--- config.mk ---
export PLATFORM = sky130hd
export DESIGN_NAME = dram_rx_top
export DESIGN_NICKNAME = d
export VERILOG_FILES = /design/src/logic/dram_rx_pkg.sv /design/src/logic/dram_rx_fill_tagger.sv /design/src/logic/dram_rx_reorder.sv /design/src/logic/dram_rx_serializer.sv /design/src/logic/dram_rx_top.sv
export SDC_FILE = /design/constraint.sdc
export NUM_CORES = 1
export LEC_CHECK = 0
export BUFFER_PORTS_ARGS = -buffer_cell sky130_fd_sc_hd__buf_2
export CAP_MARGIN = 20
export CORE_UTILIZATION = 55
export CTS_CLUSTER_SIZE = 16
export DETAILED_ROUTE_END_ITERATION = 6
export PLACE_DENSITY = 0.75
export SYNTH_ARGS = -nofsm -noshare
export SYNTH_HDL_FRONTEND = slang
export SYNTH_SLANG_ARGS = --single-unit
--- constraint.sdc ---
create_clock -name core_clk_i -period 27.1 [get_ports core_clk_i]
set_input_delay 0 -clock core_clk_i [delete_from_list [all_inputs] [get_ports core_clk_i]]
set_output_delay 0 -clock core_clk_i [all_outputs]
set_load 0.02 [all_outputs]
--- src/logic/dram_rx_pkg.sv ---
/*
 * DRAM read-return package.
 * Widths, the beat union and the stage structs of the refill return path.
 */
package dram_rx_pkg;

  localparam int dram_data_width_lp   = 128;
  localparam int dma_data_width_lp    = 32;
  localparam int words_per_beat_lp    = 4;
  localparam int beats_per_block_lp   = 4;
  localparam int words_per_block_lp   = 16;
  localparam int dram_addr_width_lp   = 28;
  localparam int beat_offset_width_lp = 4;
  localparam int beat_idx_width_lp    = 2;
  localparam int word_idx_width_lp    = 4;

  // a beat is moved whole by the reorder stage and picked apart by the serializer.
  // words[0] is the least significant 32 bits of the wide view.
  typedef union packed {
    logic [dram_data_width_lp-1:0]                         wide;
    logic [words_per_beat_lp-1:0][dma_data_width_lp-1:0]   words;
  } dram_beat_u;

  // one arrival from the DRAM model.
  typedef struct packed {
    dram_beat_u                      beat;
    logic [dram_addr_width_lp-1:0]   addr;
  } dram_rx_s;

  // one word as presented at the refill port.
  typedef struct packed {
    logic [dma_data_width_lp-1:0]   data;
    logic [word_idx_width_lp-1:0]   idx;
    logic                           last;
  } refill_word_s;

endpackage

--- src/logic/dram_rx_fill_tagger.sv ---
/*
 * Refill word tagger.
 * Output register that numbers the words of a block and flags the last one.
 */
`timescale 1ns/1ps

module dram_rx_fill_tagger (
  input  logic                                      core_clk_i,
  input  logic                                      core_reset_i,

  input  logic                                      word_v_i,
  input  logic [dram_rx_pkg::dma_data_width_lp-1:0] word_i,
  output logic                                      word_ready_o,

  output logic                                      refill_v_o,
  output dram_rx_pkg::refill_word_s                 refill_o,
  input  logic                                      refill_ready_i
);

  import dram_rx_pkg::*;

  logic                           valid_r;
  refill_word_s                   refill_r;
  logic [word_idx_width_lp-1:0]   cnt_r;
  logic                           word_take;

  assign refill_v_o = valid_r;
  assign refill_o   = refill_r;

  // the register can load when it is empty or draining this cycle.
  assign word_ready_o = ~valid_r | refill_ready_i;
  assign word_take    = word_v_i & word_ready_o;

  // the counter wraps at the block size, so the index restarts on its own.
  always_ff @(posedge core_clk_i) begin
    if (core_reset_i) begin
      valid_r <= 1'b0;
      cnt_r   <= '0;
    end else if (word_take) begin
      valid_r <= 1'b1;
      cnt_r   <= cnt_r + 1'b1;
    end else if (refill_ready_i) begin
      valid_r <= 1'b0;
    end
  end

  always_ff @(posedge core_clk_i) begin
    if (word_take) begin
      refill_r.data <= word_i;
      refill_r.idx  <= cnt_r;
      refill_r.last <= (cnt_r == word_idx_width_lp'(words_per_block_lp - 1));
    end
  end

endmodule

--- src/logic/dram_rx_reorder.sv ---
/*
 * DRAM return reorder stage.
 * Puts the beats of one block back into address order with a slot per beat.
 */
`timescale 1ns/1ps

module dram_rx_reorder (
  input  logic                     core_clk_i,
  input  logic                     core_reset_i,

  input  logic                     dram_v_i,
  input  dram_rx_pkg::dram_rx_s    dram_rx_i,

  output logic                     beat_v_o,
  output dram_rx_pkg::dram_beat_u  beat_o,
  input  logic                     beat_ready_i
);

  import dram_rx_pkg::*;

  logic [beat_idx_width_lp-1:0]   beat_idx;
  logic [beat_idx_width_lp-1:0]   count_r;

  // slot storage holds payload only. The valid bits carry the state.
  dram_beat_u                     slot_r [beats_per_block_lp];
  logic [beats_per_block_lp-1:0]  slot_v_r;

  logic hit_buf;
  logic hit_wire;
  logic pass_wire;
  logic beat_xfer;
  logic last_beat;
  logic slot_we;

  // the beat number sits just above the byte offset within the beat.
  assign beat_idx = dram_rx_i.addr[beat_offset_width_lp +: beat_idx_width_lp];

  // the expected beat may already wait in its slot, or arrive right now.
  assign hit_buf  = slot_v_r[count_r];
  assign hit_wire = dram_v_i & (beat_idx == count_r);

  // a buffered expected beat wins over the wire.
  assign beat_v_o = hit_buf | hit_wire;
  assign beat_o   = hit_buf ? slot_r[count_r] : dram_rx_i.beat;

  assign beat_xfer = beat_v_o & beat_ready_i;
  assign last_beat = (count_r == beat_idx_width_lp'(beats_per_block_lp - 1));

  // the arrival goes straight through only when it is expected, nothing
  // buffered is ahead of it, and the serializer takes it this cycle.
  assign pass_wire = hit_wire & ~hit_buf & beat_ready_i;

  // everything else that arrives is parked in its own slot.
  assign slot_we = dram_v_i & ~pass_wire;

  always_ff @(posedge core_clk_i) begin
    if (core_reset_i) begin
      count_r <= '0;
    end else if (beat_xfer) begin
      if (last_beat) begin
        count_r <= '0;
      end else begin
        count_r <= count_r + 1'b1;
      end
    end
  end

  // once the last beat leaves, the block is done and every slot is free.
  // the DRAM model holds off the next block until then, so a write can
  // never collide with the clear.
  always_ff @(posedge core_clk_i) begin
    if (core_reset_i) begin
      slot_v_r <= '0;
    end else if (beat_xfer & last_beat) begin
      slot_v_r <= '0;
    end else if (slot_we) begin
      slot_v_r[beat_idx] <= 1'b1;
    end
  end

  always_ff @(posedge core_clk_i) begin
    if (slot_we) begin
      slot_r[beat_idx] <= dram_rx_i.beat;
    end
  end

endmodule

--- src/logic/dram_rx_serializer.sv ---
/*
 * Beat to word serializer.
 * Holds one DRAM beat and offers its refill words from word 0 upward.
 */
`timescale 1ns/1ps

module dram_rx_serializer (
  input  logic                                 core_clk_i,
  input  logic                                 core_reset_i,

  input  logic                                 beat_v_i,
  input  dram_rx_pkg::dram_beat_u              beat_i,
  output logic                                 beat_ready_o,

  output logic                                 word_v_o,
  output logic [dram_rx_pkg::dma_data_width_lp-1:0] word_o,
  input  logic                                 word_ready_i
);

  import dram_rx_pkg::*;

  dram_beat_u                            beat_r;
  logic                                  full_r;
  logic [$clog2(words_per_beat_lp)-1:0]  ptr_r;

  logic word_xfer;
  logic last_word;
  logic beat_take;

  assign word_v_o = full_r;
  assign word_o   = beat_r.words[ptr_r];

  assign word_xfer = word_v_o & word_ready_i;
  assign last_word = (ptr_r == $clog2(words_per_beat_lp)'(words_per_beat_lp - 1));

  // the next beat can come in as the last word of this one leaves,
  // so consecutive beats stream without a bubble.
  assign beat_ready_o = ~full_r | (word_xfer & last_word);
  assign beat_take    = beat_v_i & beat_ready_o;

  always_ff @(posedge core_clk_i) begin
    if (core_reset_i) begin
      full_r <= 1'b0;
      ptr_r  <= '0;
    end else if (beat_take) begin
      full_r <= 1'b1;
      ptr_r  <= '0;
    end else if (word_xfer) begin
      ptr_r <= ptr_r + 1'b1;
      if (last_word) begin
        full_r <= 1'b0;
      end
    end
  end

  always_ff @(posedge core_clk_i) begin
    if (beat_take) begin
      beat_r <= beat_i;
    end
  end

endmodule

--- src/logic/dram_rx_top.sv ---
/*
 * DRAM read-return pipeline top.
 * Chains the reorder, serializer and tagger stages for cache refill.
 */
`timescale 1ns/1ps

module dram_rx_top (
  input  logic                       core_clk_i,
  input  logic                       core_reset_i,

  input  logic                       dram_v_i,
  input  dram_rx_pkg::dram_rx_s      dram_rx_i,

  output logic                       refill_v_o,
  output dram_rx_pkg::refill_word_s  refill_o,
  input  logic                       refill_ready_i
);

  import dram_rx_pkg::*;

  logic                           beat_v;
  dram_beat_u                     beat;
  logic                           beat_ready;

  logic                           word_v;
  logic [dma_data_width_lp-1:0]   word;
  logic                           word_ready;

  dram_rx_reorder u_reorder (
    .core_clk_i   (core_clk_i),
    .core_reset_i (core_reset_i),
    .dram_v_i     (dram_v_i),
    .dram_rx_i    (dram_rx_i),
    .beat_v_o     (beat_v),
    .beat_o       (beat),
    .beat_ready_i (beat_ready)
  );

  dram_rx_serializer u_serializer (
    .core_clk_i   (core_clk_i),
    .core_reset_i (core_reset_i),
    .beat_v_i     (beat_v),
    .beat_i       (beat),
    .beat_ready_o (beat_ready),
    .word_v_o     (word_v),
    .word_o       (word),
    .word_ready_i (word_ready)
  );

  dram_rx_fill_tagger u_tagger (
    .core_clk_i     (core_clk_i),
    .core_reset_i   (core_reset_i),
    .word_v_i       (word_v),
    .word_i         (word),
    .word_ready_o   (word_ready),
    .refill_v_o     (refill_v_o),
    .refill_o       (refill_o),
    .refill_ready_i (refill_ready_i)
  );

endmodule

==> flow_summary.ini <==
[yosys]
synth.distinct_cells = 29
synth.top_cell.area_share_pct = 77.0
yosys.cell_count.top_type = edfxtp_1
synth-seq-area-share_pct = 78.2
synthTopCellsByCount = 677 x edfxtp_1, 161 x mux4_2, 128 x mux2_2
synthesis.nets = 1256
postSynthAreaPerCell_um2 = 24.2
ys_warn_count = 0
synthCells = 1093
yosys_register_bits = 693
netlist_area_mm2 = 0.0264
yosys.area.top_type = edfxtp_1
synthTopCellsByArea = edfxtp_1 77%, mux4_2 14%, mux2_2 5.5%
synth_edf_count = 677
synth_flop_cell = edfxtp_1
async_reset_ff_share_pct = 0

[sta]
report.final.slew_viol_count = 0
skew_ns = 0.0241
worstMarginPinSlew_ns = 1.16
finalSetupTns_ns = 0
final-hold-violation-count = 0
max-slew-margin-rel_pct = 22.7
setup_viol = 0
layout_min_cycle_time_ns = 4.03
fmax_mhz = 248
timing.final.crit_share_pct = 14.9
grt_setup_unrepaired = false

[detailed_routing]
drtIter0Drc = 1125
via_count = 12518
first_pass_iters = 5
route.detailed.drc = 0
viasPerCell = 5.96
drt-total-wl_mm = 52.3
drt-wirelength-per-cell_um = 24.9
ant_nets = 0

[floorplanning]
coreArea_mm2 = 0.0470
die_y_um = 221
start_util_pct = 56.2
die_x_um = 221
boundaryPins = 198
dieArea_mm2 = 0.0489
rows = 79

[finish]
fin_nets = 1603
synthToLayoutAreaGrowth_pct = 19.3
post_layout_nonfiller_instances = 2099
layout-drive-gt1-share_pct = 39.1
design_area_mm2 = 0.0315

[clocking]
clk_latency_ns = 0.60
clockBufferDepth = 3
clock_sinks = 693
cts.htree.levels = 3
cts_root_buf = clkbuf_16
cts_setup_buffers = 0
cts_tree = yes
path_clk_slew_ns = 0.06
cts_buffers = 71

[place]
routabilityCongestion = 0.732
hpwl_mm = 27.1
numPlacedInstances = 1836
portBuffers = 171
placed_cell_area_mm2 = 0.0279

[critical_path]
end_kind = flop
crit_path_start_kind = flop
worstSetupPathType = flop to flop
arrival_ns = 4.23
worst_ep_required_time_ns = 27.30
path_max_fanout = 67

[grt]
grt_pass1_wl_mm = 79.8
grt-ovfl-total = 0
gr-usage-all-layers_pct = 22.1
antenna_found_initial = 7
grt_max_degree = 79
grt_pass1_vias = 13192

[power_and_ir_drop]
power_mw = 2.43
ir_worst_vdd_mv = 0.0511
power_density_mw_per_mm2 = 77.3
power.leakage_nw = 10.2

[hold_path]
hold_class = input port to flop

[flow_run]
max_cap_violations = 0

[status]
status = finished clean
[layout make-up]
type                       instances  area (µm²)
clock inverter                    23         216
inverter                           3        11.3
sequential                       693       20700
multi-input combinational        345        5500
fill                            2838       15500
antenna                            6        15.0
clock buffer                      96        1940
tap                              607         759
timing repair buffer             326        2380
[cells in the final DEF, fill, tap and decap left out, types with 3 or more instances in the layout]
cell type | synthesis | layout
edfxtp_1 | 677 | 677
buf_2 | 17 | 171
mux4_2 | 161 | 160
dlygate4sd3_1 | 0 | 137
mux2_2 | 128 | 128
clkbuf_16 | 0 | 73
clkbuf_1 | 21 | 20
buf_4 | 3 | 17
dfxtp_1 | 16 | 12
clkinv_2 | 0 | 10
diode_2 | 0 | 6
nor2_1 | 6 | 6
nand3_1 | 6 | 6
clkinv_1 | 0 | 6
nand2b_1 | 4 | 4
nand2_1 | 4 | 4
xor2_1 | 4 | 4
o21a_1 | 4 | 4
bufinv_16 | 0 | 4
and3_1 | 3 | 3
a31oi_4 | 0 | 3
nor3_1 | 3 | 3
mux2i_1 | 3 | 3
ha_1 | 3 | 3
dfxtp_4 | 0 | 3
clkbuf_8 | 0 | 3
[where the power goes]
| group | internal, mW | switching [mW] | leakage, nW |
|---|---|---|---|
| clock network | 0.538 | 0.379 | 1.05 |
| registers | 1.25 | 0.0279 | 6.36 |
| logic | 0.117 | 0.118 | 2.81 |
[sequential cells by signal (all words and copies together), names as in the netlist, named ones only]
signal / count
u_reorder.slot_v_r: 4
u_serializer.beat_r: 128
u_tagger.refill_v_o: 1
u_serializer.word_v_o: 1
u_reorder.slot_r: 512
u_reorder.count_r: 2
u_tagger.refill_o: 37
u_tagger.cnt_r: 4
u_serializer.ptr_r: 2
[kinds of logic after synthesis]
| logic type | Yosys count | synth area share, % |
|---|---|---|
| adder cells (fa/ha/maj) | 3 | 0.142 |
| XOR/XNOR | 6 | 0.199 |
| AO/OA/AOI/OAI | 15 | 0.374 |
| multiplexers | 292 | 19.3 |
| flip-flops | 693 | 78.2 |
| AND/OR/NAND/NOR | 29 | 0.554 |
| buffers and inverters | 55 | 1.22 |
[worst max-delay path, cell delays in order, from the launching register on]
cell and delay (ns):
dfxtp_1 0.37, mux4_4 1.20, inv_1 0.45, a31oi_4 0.68, buf_4 0.89
[layer usage]
layer	global-route usage, %	wire [µm]	share of wire, %
met1	32.0	23200	44
met5	0	22	0.042
met2	34.5	25100	48
met3	4.09	2960	5.7
met4	6.88	994	1.9
[timing repair]
action | CTS | global route
hold endpoints to repair | 693 | 0
gates resized for setup | 0 | 0
hold buffers | 137 | 0
[stage by stage]
step                      utilization, %  setup WS [ns]  hold slack, ns
after floorplan                        -          15.22          0.0989
after global placement              59.5          22.69           0.222
after detailed placement            59.5          22.68           0.230
after CTS                           67.0          23.00           0.145
after global routing                67.1          22.82           0.157
final                               67.1          23.07           0.164
[worst paths after layout]
| path | startpoint | end | slack (ns) | cells after the start |
|---|---|---|---|---|
| setup reg to reg | u_reorder.count_r[0] | u_reorder.slot_r[3][18] | 23.07 | 4 |
| hold / removal | dram_rx_i[93] | u_reorder.slot_r[1][65] | 0.16 | 2 |
| setup / recovery | u_reorder.count_r[0] | u_reorder.slot_r[3][18] | 23.07 | 4 |
| hold reg to reg | u_reorder.slot_v_r[1] | u_reorder.slot_v_r[1] | 0.47 | 1 |
Note: power is estimated with default switching activity, not from simulation.
